**src/hw/cache_perf_pkg.sv**
```systemverilog
package cache_perf_pkg;

	typedef logic [11:0] perf_count_t;
	typedef logic [7:0] char_t;

	// level-type event lines, one bit each
	typedef struct packed {
		logic l1i_read;
		logic l1i_miss;
		logic l1d_read;
		logic l1d_write;
		logic l1d_miss;
		logic l2_read;
		logic l2_write;
		logic l2_miss;
	} cache_events_t;

	typedef struct packed {
		perf_count_t l1i_read;
		perf_count_t l1i_miss;
		perf_count_t l1d_read;
		perf_count_t l1d_write;
		perf_count_t l1d_miss;
		perf_count_t l2_read;
		perf_count_t l2_write;
		perf_count_t l2_miss;
	} event_counts_t;

	typedef struct packed {
		perf_count_t l1i_miss;
		perf_count_t l1i_access;
		perf_count_t l1d_miss;
		perf_count_t l1d_access;
		perf_count_t l2_miss;
		perf_count_t l2_access;
	} perf_snapshot_t;

	// master side of a classic Wishbone write to a byte register
	typedef struct packed {
		logic cyc;
		logic stb;
		logic we;
		char_t dat;
	} wb_req_t;

	localparam int NUM_EVENTS = 8;
	localparam int SAMPLE_PERIOD = 256;
	localparam int TIMER_W = $clog2(SAMPLE_PERIOD);
	localparam int REPORT_LEN = 21;
	localparam int LEVEL_LEN = 7;
	localparam int IDX_W = $clog2(REPORT_LEN);

	localparam char_t TAG_L1I = "a";
	localparam char_t TAG_L1D = "b";
	localparam char_t TAG_L2 = "c";

	typedef enum logic {FMT_IDLE, FMT_EMIT} fmt_state_t;
	typedef enum logic {WB_IDLE, WB_BUSY} wb_state_t;

endpackage

```
**src/hw/cache_event_counters.sv**
```systemverilog
`timescale 1ns/1ps

module cache_event_counters (
	input  logic                          clk,
	input  logic                          rstn,
	input  cache_perf_pkg::cache_events_t events_i,
	output cache_perf_pkg::event_counts_t counts_o
);
	import cache_perf_pkg::*;

	logic [NUM_EVENTS-1:0] ev_now;
	logic [NUM_EVENTS-1:0] ev_prev_q;
	logic [NUM_EVENTS-1:0] ev_rise;
	perf_count_t [NUM_EVENTS-1:0] cnt_q;

	assign ev_now = events_i;

	// low on the last edge, high on this one
	assign ev_rise = ev_now & ~ev_prev_q;

	always_ff @(posedge clk) begin
		if (!rstn) begin
			ev_prev_q <= '0;
		end else begin
			ev_prev_q <= ev_now;
		end
	end

	// one counter per line, wraps at 4096
	always_ff @(posedge clk) begin
		if (!rstn) begin
			cnt_q <= '0;
		end else begin
			for (int i = 0; i < NUM_EVENTS; i++) begin
				if (ev_rise[i]) begin
					cnt_q[i] <= cnt_q[i] + 1'b1;
				end
			end
		end
	end

	// element order matches the struct field order, l1i_read on top
	assign counts_o = cnt_q;

endmodule

```
**src/hw/cache_perf_monitor.sv**
```systemverilog
`timescale 1ns/1ps

module cache_perf_monitor (
	input  logic                          clk,
	input  logic                          rstn,
	input  cache_perf_pkg::cache_events_t events_i,
	input  logic                          wb_ack_i,
	output cache_perf_pkg::wb_req_t       wb_o
);
	import cache_perf_pkg::*;

	event_counts_t counts;
	perf_snapshot_t snapshot;
	logic start;
	logic busy;
	logic char_valid;
	logic char_ready;
	char_t char_data;

	cache_event_counters u_counters (
		.clk      (clk),
		.rstn     (rstn),
		.events_i (events_i),
		.counts_o (counts)
	);

	perf_snapshot_sampler u_sampler (
		.clk        (clk),
		.rstn       (rstn),
		.counts_i   (counts),
		.busy_i     (busy),
		.snapshot_o (snapshot),
		.start_o    (start)
	);

	// snapshot stays put while busy, so the report reads it directly
	hex_report_formatter u_formatter (
		.clk          (clk),
		.rstn         (rstn),
		.start_i      (start),
		.snapshot_i   (snapshot),
		.char_ready_i (char_ready),
		.char_valid_o (char_valid),
		.char_data_o  (char_data),
		.busy_o       (busy)
	);

	wb_byte_writer u_writer (
		.clk          (clk),
		.rstn         (rstn),
		.char_valid_i (char_valid),
		.char_data_i  (char_data),
		.wb_ack_i     (wb_ack_i),
		.char_ready_o (char_ready),
		.wb_o         (wb_o)
	);

endmodule

```
**src/hw/hex_report_formatter.sv**
```systemverilog
`timescale 1ns/1ps

module hex_report_formatter (
	input  logic                           clk,
	input  logic                           rstn,
	input  logic                           start_i,
	input  cache_perf_pkg::perf_snapshot_t snapshot_i,
	input  logic                           char_ready_i,
	output logic                           char_valid_o,
	output cache_perf_pkg::char_t          char_data_o,
	output logic                           busy_o
);
	import cache_perf_pkg::*;

	fmt_state_t state_q;
	logic [IDX_W-1:0] idx_q;
	logic xfer;
	logic last;
	logic [1:0] lvl;
	logic [2:0] pos;
	logic [23:0] pair;
	logic [3:0] nib;
	char_t tag;

	function automatic char_t hex_char(input logic [3:0] n);
		if (n < 4'd10) begin
			return char_t'(8'h30 + n);
		end
		// 0x37 + 10 lands on 'A'
		return char_t'(8'h37 + n);
	endfunction

	// split the index into level and position within the level
	always_comb begin
		if (idx_q < IDX_W'(LEVEL_LEN)) begin
			lvl = 2'd0;
			pos = idx_q[2:0];
		end else if (idx_q < IDX_W'(2 * LEVEL_LEN)) begin
			lvl = 2'd1;
			pos = 3'(idx_q - IDX_W'(LEVEL_LEN));
		end else begin
			lvl = 2'd2;
			pos = 3'(idx_q - IDX_W'(2 * LEVEL_LEN));
		end
	end

	always_comb begin
		case (lvl)
			2'd0: begin
				tag = TAG_L1I;
				pair = {snapshot_i.l1i_miss, snapshot_i.l1i_access};
			end
			2'd1: begin
				tag = TAG_L1D;
				pair = {snapshot_i.l1d_miss, snapshot_i.l1d_access};
			end
			default: begin
				tag = TAG_L2;
				pair = {snapshot_i.l2_miss, snapshot_i.l2_access};
			end
		endcase
	end

	// miss nibbles first, high to low, then access
	always_comb begin
		case (pos)
			3'd1: nib = pair[23:20];
			3'd2: nib = pair[19:16];
			3'd3: nib = pair[15:12];
			3'd4: nib = pair[11:8];
			3'd5: nib = pair[7:4];
			default: nib = pair[3:0];
		endcase
	end

	assign char_data_o = (pos == 3'd0) ? tag : hex_char(nib);
	assign char_valid_o = (state_q == FMT_EMIT);
	assign busy_o = char_valid_o;
	assign xfer = char_valid_o & char_ready_i;
	assign last = (idx_q == IDX_W'(REPORT_LEN - 1));

	always_ff @(posedge clk) begin
		if (!rstn) begin
			state_q <= FMT_IDLE;
			idx_q <= '0;
		end else begin
			case (state_q)
				FMT_IDLE: begin
					if (start_i) begin
						state_q <= FMT_EMIT;
						idx_q <= '0;
					end
				end
				FMT_EMIT: begin
					if (xfer && last) begin
						state_q <= FMT_IDLE;
						idx_q <= '0;
					end else if (xfer) begin
						idx_q <= idx_q + 1'b1;
					end
				end
				default: state_q <= FMT_IDLE;
			endcase
		end
	end

endmodule

```
**src/hw/perf_snapshot_sampler.sv**
```systemverilog
`timescale 1ns/1ps

module perf_snapshot_sampler (
	input  logic                           clk,
	input  logic                           rstn,
	input  cache_perf_pkg::event_counts_t  counts_i,
	input  logic                           busy_i,
	output cache_perf_pkg::perf_snapshot_t snapshot_o,
	output logic                           start_o
);
	import cache_perf_pkg::*;

	logic [TIMER_W-1:0] timer_q;
	logic tick;
	logic take;
	logic start_q;
	perf_snapshot_t snap_q;

	assign tick = (timer_q == TIMER_W'(SAMPLE_PERIOD - 1));

	// a tick during a report is simply skipped
	assign take = tick & ~busy_i;

	always_ff @(posedge clk) begin
		if (!rstn) begin
			timer_q <= '0;
		end else if (tick) begin
			timer_q <= '0;
		end else begin
			timer_q <= timer_q + 1'b1;
		end
	end

	always_ff @(posedge clk) begin
		if (!rstn) begin
			start_q <= 1'b0;
		end else begin
			start_q <= take;
		end
	end

	// access sums wrap at 12 bits like the counters
	always_ff @(posedge clk) begin
		if (take) begin
			snap_q.l1i_miss <= counts_i.l1i_miss;
			snap_q.l1i_access <= counts_i.l1i_read;
			snap_q.l1d_miss <= counts_i.l1d_miss;
			snap_q.l1d_access <= counts_i.l1d_read + counts_i.l1d_write;
			snap_q.l2_miss <= counts_i.l2_miss;
			snap_q.l2_access <= counts_i.l2_read + counts_i.l2_write;
		end
	end

	assign snapshot_o = snap_q;
	assign start_o = start_q;

endmodule

```
**src/hw/wb_byte_writer.sv**
```systemverilog
`timescale 1ns/1ps

module wb_byte_writer (
	input  logic                    clk,
	input  logic                    rstn,
	input  logic                    char_valid_i,
	input  cache_perf_pkg::char_t   char_data_i,
	input  logic                    wb_ack_i,
	output logic                    char_ready_o,
	output cache_perf_pkg::wb_req_t wb_o
);
	import cache_perf_pkg::*;

	wb_state_t state_q;
	char_t dat_q;
	logic xfer;
	logic bus_active;

	assign char_ready_o = (state_q == WB_IDLE);
	assign xfer = char_valid_i & char_ready_o;
	assign bus_active = (state_q == WB_BUSY);

	always_ff @(posedge clk) begin
		if (!rstn) begin
			state_q <= WB_IDLE;
		end else begin
			case (state_q)
				WB_IDLE: begin
					if (xfer) begin
						state_q <= WB_BUSY;
					end
				end
				WB_BUSY: begin
					// cycle ends on the edge that sees ack
					if (wb_ack_i) begin
						state_q <= WB_IDLE;
					end
				end
				default: state_q <= WB_IDLE;
			endcase
		end
	end

	always_ff @(posedge clk) begin
		if (xfer) begin
			dat_q <= char_data_i;
		end
	end

	// single write, so cyc, stb and we move together
	always_comb begin
		wb_o.cyc = bus_active;
		wb_o.stb = bus_active;
		wb_o.we = bus_active;
		wb_o.dat = dat_q;
	end

endmodule

```
**config.mk**
```make
export PLATFORM = sky130hd
export DESIGN_NAME = cache_perf_monitor
export DESIGN_NICKNAME = d
export VERILOG_FILES = /design/src/hw/cache_perf_pkg.sv /design/src/hw/cache_event_counters.sv /design/src/hw/cache_perf_monitor.sv /design/src/hw/hex_report_formatter.sv /design/src/hw/perf_snapshot_sampler.sv /design/src/hw/wb_byte_writer.sv
export SDC_FILE = /design/constraint.sdc
export NUM_CORES = 1
export LEC_CHECK = 0
export ABC_CLOCK_PERIOD_IN_PS = 4250
export BUFFER_PORTS_ARGS = -buffer_cell sky130_fd_sc_hd__buf_2
export CAP_MARGIN = 30
export CORE_AREA = 2 2 162 164
export CTS_CLUSTER_DIAMETER = 120
export CTS_CLUSTER_SIZE = 20
export DETAILED_ROUTE_END_ITERATION = 12
export DIE_AREA = 0 0 164 166
export PLACE_DENSITY = 0.54
export SYNTH_ARGS = -nofsm -noshare
export SYNTH_HDL_FRONTEND = slang
export SYNTH_HIERARCHICAL = 1
export SYNTH_SLANG_ARGS = --single-unit
```
**constraint.sdc**
```tcl
create_clock -name clk -period 4.25 [get_ports clk]
set_input_delay 0.425 -clock clk [delete_from_list [all_inputs] [get_ports clk]]
set_output_delay 0.425 -clock clk [all_outputs]
set_load 0.05 [all_outputs]
```
# [Word-level counts from Yosys, hierarchy flattened]
# Index checks and enable logic that the tools add are counted.
# W data, S select, Z words.
[classes] addsub=16 magnitude_cmp=3 n_eq_ne=10 n_mux=21 bitwise=7 n_reduce_logical=5
[ops] operator="$add A12 B1 Y12 const B" n=8
[ops] operator="$pmux W24 S2" n=1
[ops] operator="$add A12 B12 Y12" n=2
[ops] operator="$mux W8" n=3
[ops] operator="$pmux W4 S5" n=1
[ops] operator="$mux W5" n=3
[ops] operator="$add A6 B4 Y7 const A" n=2
[ops] operator="$pmux W5 S2" n=1
[ops] operator="$add A8 B1 Y8 const B" n=1
[ops] operator="$and A8 B8 Y8" n=1
[ops] operator="$eq A8 B8 Y1 const B" n=1
[ops] operator="$not A8 Y8" n=1
[ops] operator="$eq A3 B2 Y1 const B" n=2
[ops] operator="$eq A3 B3 Y1 const B" n=2
[ops] operator="$mux W3" n=2
[ops] operator="$sub A3 B3 Y3 const B" n=2
[ops] operator="$add A5 B1 Y5 const B" n=1
[ops] operator="$eq A5 B5 Y1 const B" n=1
[ops] operator="$lt A5 B3 Y1 const B" n=1
[ops] operator="$lt A5 B4 Y1 const B" n=1
[ops] operator="$mux W1" n=5
[ops] operator="$lt A4 B4 Y1 const B" n=1
[ops] operator="$mux W2" n=2
[ops] operator="$pmux W1 S2" n=2
[ops] operator="12 further kinds" n=15
[totals] register_bits=200 in_bits=11 output_inout_bits=11 wordCells=83

# [Depth between registers and ports, before layout]
[logic_depth] depth_word=10 depth_mapped=15 ltp_nobuf=12

# [Modules after synthesis]
# Netlist, hierarchy kept.
[by_module_without_submodules] mod="cache_event_counters" instances=1 cells_each=480 area_each_um2=4584.4 seq_area_each_um2=2082.0
[by_module_without_submodules] mod="perf_snapshot_sampler" instances=1 cells_each=225 area_each_um2=3510.9 seq_area_each_um2=2342.2
[by_module_without_submodules] mod="hex_report_formatter" instances=1 cells_each=226 area_each_um2=1639.1 seq_area_each_um2=120.1
[by_module_without_submodules] mod="wb_byte_writer" instances=1 cells_each=16 area_each_um2=306.5 seq_area_each_um2=260.2

# [Worst setup path before layout]
# OpenSTA, ideal clock, no wires.
[synth_path] path_type="reg-to-reg" startpoint="reg u_sampler.timer_q[2]" endpoint="reg u_sampler.snap_q, in the netlist u_sampler/snapshot_o[0], enable pin" setup_time_ns=0.503 arrival_ns=3.826 t_required_ns=3.747 slack_ns=-0.079 stages_incl_launch_ff=5 n_path_buf=0 period_less_slack_ns=4.329 cell_sequence="dfxtp_1 and3_1 and3_1 nand3_1 nor2_1"
[synth_between] elab_chain_cells=2
[synth_rtl] element="start: declaration" line_no="perf_snapshot_sampler.sv:13" text="logic [TIMER_W-1:0] timer_q;"
[synth_rtl] element="start signal: assignment" line_no="perf_snapshot_sampler.sv:30" text="timer_q <= timer_q + 1'b1;"
[synth_rtl] element="$eq A8 B8 Y1" line_no="perf_snapshot_sampler.sv:19" text="assign tick = (timer_q == TIMER_W'(SAMPLE_PERIOD - 1));"
[synth_rtl] element="$and A1 B1 Y1" line_no="perf_snapshot_sampler.sv:22" text="assign take = tick & ~busy_i;"
[synth_rtl] element="named net u_sampler.take" line_no="perf_snapshot_sampler.sv:15" text="logic take;"
[synth_rtl] element="end: declaration" line_no="perf_snapshot_sampler.sv:17" text="perf_snapshot_t snap_q;"
# The timed path passes the listed nets, and every way through them passes these cells.
# A chain may end at the register's enable or synchronous reset.

# [Final worst setup path]
[layout_path] startpoint="reg u_formatter.idx_q[1]" endpoint="reg u_writer.dat_q[1], data pin"
[layout_between] elab_chain_cells=10 elab_cells_between_ends=26 cone_classes="add/sub: 4; order compare: 3; eq/ne: 6; mux: 11; reduce/logical: 2"
[layout_rtl] element="start: declaration" line_no="hex_report_formatter.sv:16" text="logic [IDX_W-1:0] idx_q;"
[layout_rtl] element="start signal: assignment" line_no="hex_report_formatter.sv:99" text="idx_q <= idx_q + 1'b1;"
[layout_rtl] element="$lt A5 B4 Y1" line_no="hex_report_formatter.sv:38" text="end else if (idx_q < IDX_W'(2 * LEVEL_LEN)) begin"
[layout_rtl] element="$mux W2" line_no="hex_report_formatter.sv:38"
[layout_rtl] element="$mux W2" line_no="hex_report_formatter.sv:35" text="if (idx_q < IDX_W'(LEVEL_LEN)) begin"
[layout_rtl] element="$eq A2 B1 Y1 / $logic_not A2 Y1 (equally long branches)" line_no="hex_report_formatter.sv:48" text="case (lvl)"
[layout_rtl] element="$pmux W24 S2" line_no="hex_report_formatter.sv:48"
[layout_rtl] element="$pmux W4 S5" line_no="hex_report_formatter.sv:66" text="case (pos)"
[layout_rtl] element="$add A6 B4 Y7 / $lt A4 B4 Y1 (equally long branches)" line_no="hex_report_formatter.sv:27, hex_report_formatter.sv:26"
[layout_rtl] element="$mux W8 / $mux W1 (equally long branches)" line_no="hex_report_formatter.sv:26" text="if (n < 4'd10) begin"
[layout_rtl] element="$mux W8" line_no="hex_report_formatter.sv:30" text="return char_t'(8'h37 + n);"
[layout_rtl] element="$mux W8 *" line_no="hex_report_formatter.sv:76" text="assign char_data_o = (pos == 3'd0) ? tag : hex_char(nib);"
[layout_rtl] element="named net char_data[1]" line_no="cache_perf_monitor.sv:18" text="char_t char_data;"
[layout_rtl] element="end signal: assignment" line_no="wb_byte_writer.sv:46" text="dat_q <= char_data_i;"
[layout_rtl] element="end: declaration" line_no="wb_byte_writer.sv:15" text="char_t dat_q;"
# The timed path passes the listed nets; every way through them passes the cells marked *. The select of a mux whose other input is x is not followed.

==> impl_metrics.json <==
{
  "worst-r2r-setup-slack_ns": 0.65,
  "clk_transition_reported_paths_ns": 0.07,
  "design.portCount": 22,
  "grt-ovfl-total": 0,
  "first_pass_grt_wire_length_um": 34400,
  "leakagePower_nw": 4.24,
  "hold_violations": 0,
  "antenna_cells": 0,
  "postPlaceCellArea_um2": 10500,
  "tightestPinTransition_ns": 0.913,
  "synth-main-ff-cell": "sky130_fd_sc_hd__dfxtp_1",
  "worstHoldStart": "events_i[4]",
  "antenna_found_initial": 0,
  "syn_inst": 947,
  "synth.net_count": 995,
  "layout.filler_cells": 2443,
  "synth_sequential_area_ratio_pct": 47.9,
  "power_per_cell_area_nw_per_um2": 338,
  "multi_input_comb_area_um2": 4970,
  "total_number_of_placement_rows": 59,
  "grt_pass1_vias": 6311,
  "cp-start-kind": "register",
  "vdd.ir_drop.worst_uv": 274,
  "min_path_type": "in2reg",
  "routed_via_density": 5.14,
  "postSynth.asyncResetShare_pct": 0,
  "core_region_area_um2": 25600,
  "cp_max_fo": 9,
  "synth.yosys.warnings": 6,
  "cp_common_cell": "sky130_fd_sc_hd__ha_1",
  "initial_utilization_pct": 39.2,
  "placement.io_buffers": 21,
  "synth.distinct_cells": 87,
  "ff2ff_path_depth": 11,
  "synth_top_cell_area_share_pct": 23.9,
  "clock_tree_from_tritoncts": "done",
  "sum_of_negative_setup_slack_ns": 0,
  "grtUsageTotal_pct": 15.9,
  "clockBufferDepth": 2,
  "synth_most_common_cell": "sky130_fd_sc_hd__dfxtp_1",
  "report.final.setup_viol": 0,
  "clock_tree.htree_level_count": 4,
  "ordered_list_of_cells_on_the_worst_path": "inv_1, ha_1, and2b_1, o311ai_4, or2_1, mux4_2, o22ai_2, nor2_2, ha_1, a21oi_1, a31o_2",
  "maximum_operating_frequency_mhz": 278,
  "r2r-end": "u_writer/dat_q[1]",
  "clock_sinks": 200,
  "postCtsHoldBufs": 0,
  "cpLargestDelayFamily": "compound AO/OA/AOI/OAI gates",
  "total_routed_length_um": 20700,
  "vias": 6728,
  "synth_seq_cells": 200,
  "seqCellArea_um2": 4800,
  "layout.cells.non_filler": 1309,
  "setup.worst_path.class": "reg2reg",
  "place_hpwl_um": 14600,
  "postCtsSetupBuffers": 0,
  "unrepaired_setup_endpoints_after_global_routing": "false",
  "hold_end": "u_counters/ev_prev_q[4]",
  "drc": 0,
  "max_slew_margin_pct": 39.1,
  "dr.first_iter.drc_count": 440,
  "cts_resized": 0,
  "ctsRootBufferMaster": "sky130_fd_sc_hd__clkbuf_16",
  "flow.area_growth_from_synthesis_pct": 9.98,
  "worst_path_max_delay_cell": "sky130_fd_sc_hd__mux4_2",
  "final_antenna_net_count": 0,
  "critical_path_required_ns": 4.43,
  "drtPass1Iterations": 5,
  "clk_latency_ns": 0.43,
  "fp.dieH_um": 166,
  "drt-wirelength-per-cell_um": 15.8,
  "crit_path_max_incr_delay_ns": 0.56,
  "whs_path_depth": 2,
  "netlist_area_um2": 10000,
  "final_design_area_no_fill_um2": 11000,
  "synth.top_cells.by_count": "120 x sky130_fd_sc_hd__dfxtp_1, 97 x sky130_fd_sc_hd__and2_1, 80 x sky130_fd_sc_hd__edfxtp_1",
  "slew_violations": 0,
  "finalCritPeriodShare_pct": 84.7,
  "r2r_start": "u_formatter/idx_q[1]",
  "critical_path_buf_inv_count": 1,
  "finalWorstPathRequiredPeriod_ns": 3.60,
  "result_of_the_run": "finished clean",
  "netlist_top_cells_area": "sky130_fd_sc_hd__dfxtp_1 24%, sky130_fd_sc_hd__edfxtp_1 24%, sky130_fd_sc_hd__and2_1 6.0%, sky130_fd_sc_hd__xor2_1 5.3%, sky130_fd_sc_hd__ha_1 4.4%",
  "floorplan.die_area_um2": 27200,
  "place_inst": 1277,
  "max_cap_violations": 0,
  "post_route_clock_skew_ns": 0.0111,
  "synth.avg_cell_area_um2": 10.6,
  "gp_congestion": 0.870,
  "maximum_number_of_pins_on_one_net_before_global_route_repair": 73,
  "timing.critical_path.arrival_ns": 3.78,
  "p_total_w": 0.00373,
  "synth-edff-count": 80,
  "x_dimension_of_the_die_um": 164,
  "final_net_count": 1009,
  "numCtsBuffers": 17,
  "setup.worst_path.end_class": "register",
  "netlist.top_cell.by_area": "sky130_fd_sc_hd__dfxtp_1",
  "final_layout_size_suffix_gt1_share_pct": 9.75
}
## layout by cell type (no fill, tap or decap), drive strengths merged, types with 25 or more instances in the layout
cell type,netlist,layout
clkbuf,17,25
nand3,32,32
dfxtp,120,120
xnor2,50,50
ha,35,35
inv,24,29
nor2,29,29
a21oi,42,42
edfxtp,80,80
nand2,60,60
buf,17,29
nor3,35,35
xor2,61,61
nand4,27,27
and2,97,97
## per-stage QoR
stage               util, %  hold slack (ns)  setup slack, ns
global placement       40.8            0.437            0.754
CTS                    43.1            0.208            0.649
global route           43.1            0.214            0.311
finish                 43.1            0.228            0.648
floorplan                 -            0.422            0.733
detailed placement     40.8            0.442            0.679
## where the power goes
part | switching, W | leakage [nW] | internal (W)
combinational | 0.0000462 | 2.28 | 0.0000430
sequential | 0.0000274 | 1.66 | 0.00200
clock | 0.000715 | 0.296 | 0.000896
## sequential cells by signal, summed over array words and instances (netlist names), 5 cells and up
name                  cells
u_formatter/idx_q         5
u_writer/dat_q            8
u_counters/ev_prev_q      8
u_sampler/snapshot_o     72
u_counters/counts_o      96
u_sampler/timer_q         8
## worst max path at each step
stage                          from                end  depth (start not counted)
2_1_floorplan  u_formatter/idx_q[0]  u_writer/dat_q[1]                         14
3_3_place_gp   u_formatter/idx_q[1]  u_writer/dat_q[1]                         11
3_5_place_dp   u_formatter/idx_q[1]  u_writer/dat_q[1]                         11
4_1_cts        u_formatter/idx_q[1]  u_writer/dat_q[1]                         11
5_1_grt        u_formatter/idx_q[2]  u_writer/dat_q[0]                         10
6_report       u_formatter/idx_q[1]  u_writer/dat_q[1]                         11
## logic make-up (layout without fill, tap and decap cells)
family	count (synthesis)	in the layout	share of synthesized area, %
muxes	20	20	2.33
xor gates and xnor gates	111	111	9.68
adders and majority gates	37	37	4.76
DFF	200	200	47.9
other	1	1	0.0373
AOI/OAI and AO/OA	145	145	11.3
buffers and inverters	58	85	2.73
and+or+nand+nor	375	375	21.3
## per-layer routing
| metal | share of wire, % | GRT usage [%] | vias up | wire (um) |
|---|---|---|---|---|
| met2 | 42 | 22.4 | 101 | 8610 |
| li1 | - | - | 3455 | - |
| met1 | 54 | 24.5 | 3154 | 11100 |
| met5 | 0 | 0 | - | 0 |
| met4 | 1.8 | 4.35 | 0 | 381 |
| met3 | 3.0 | 3.02 | 18 | 618 |
## area by class of cell
cell class | instances | area share, %
clock buffer | 25 | 4.88
clock inverter | 7 | 0.465
inverter | 24 | 0.816
multi-input combinational | 689 | 45.0
sequential | 200 | 43.5
tap | 335 | 3.80
timing repair buffer | 29 | 1.50
(Power assumes the default switching activity.)
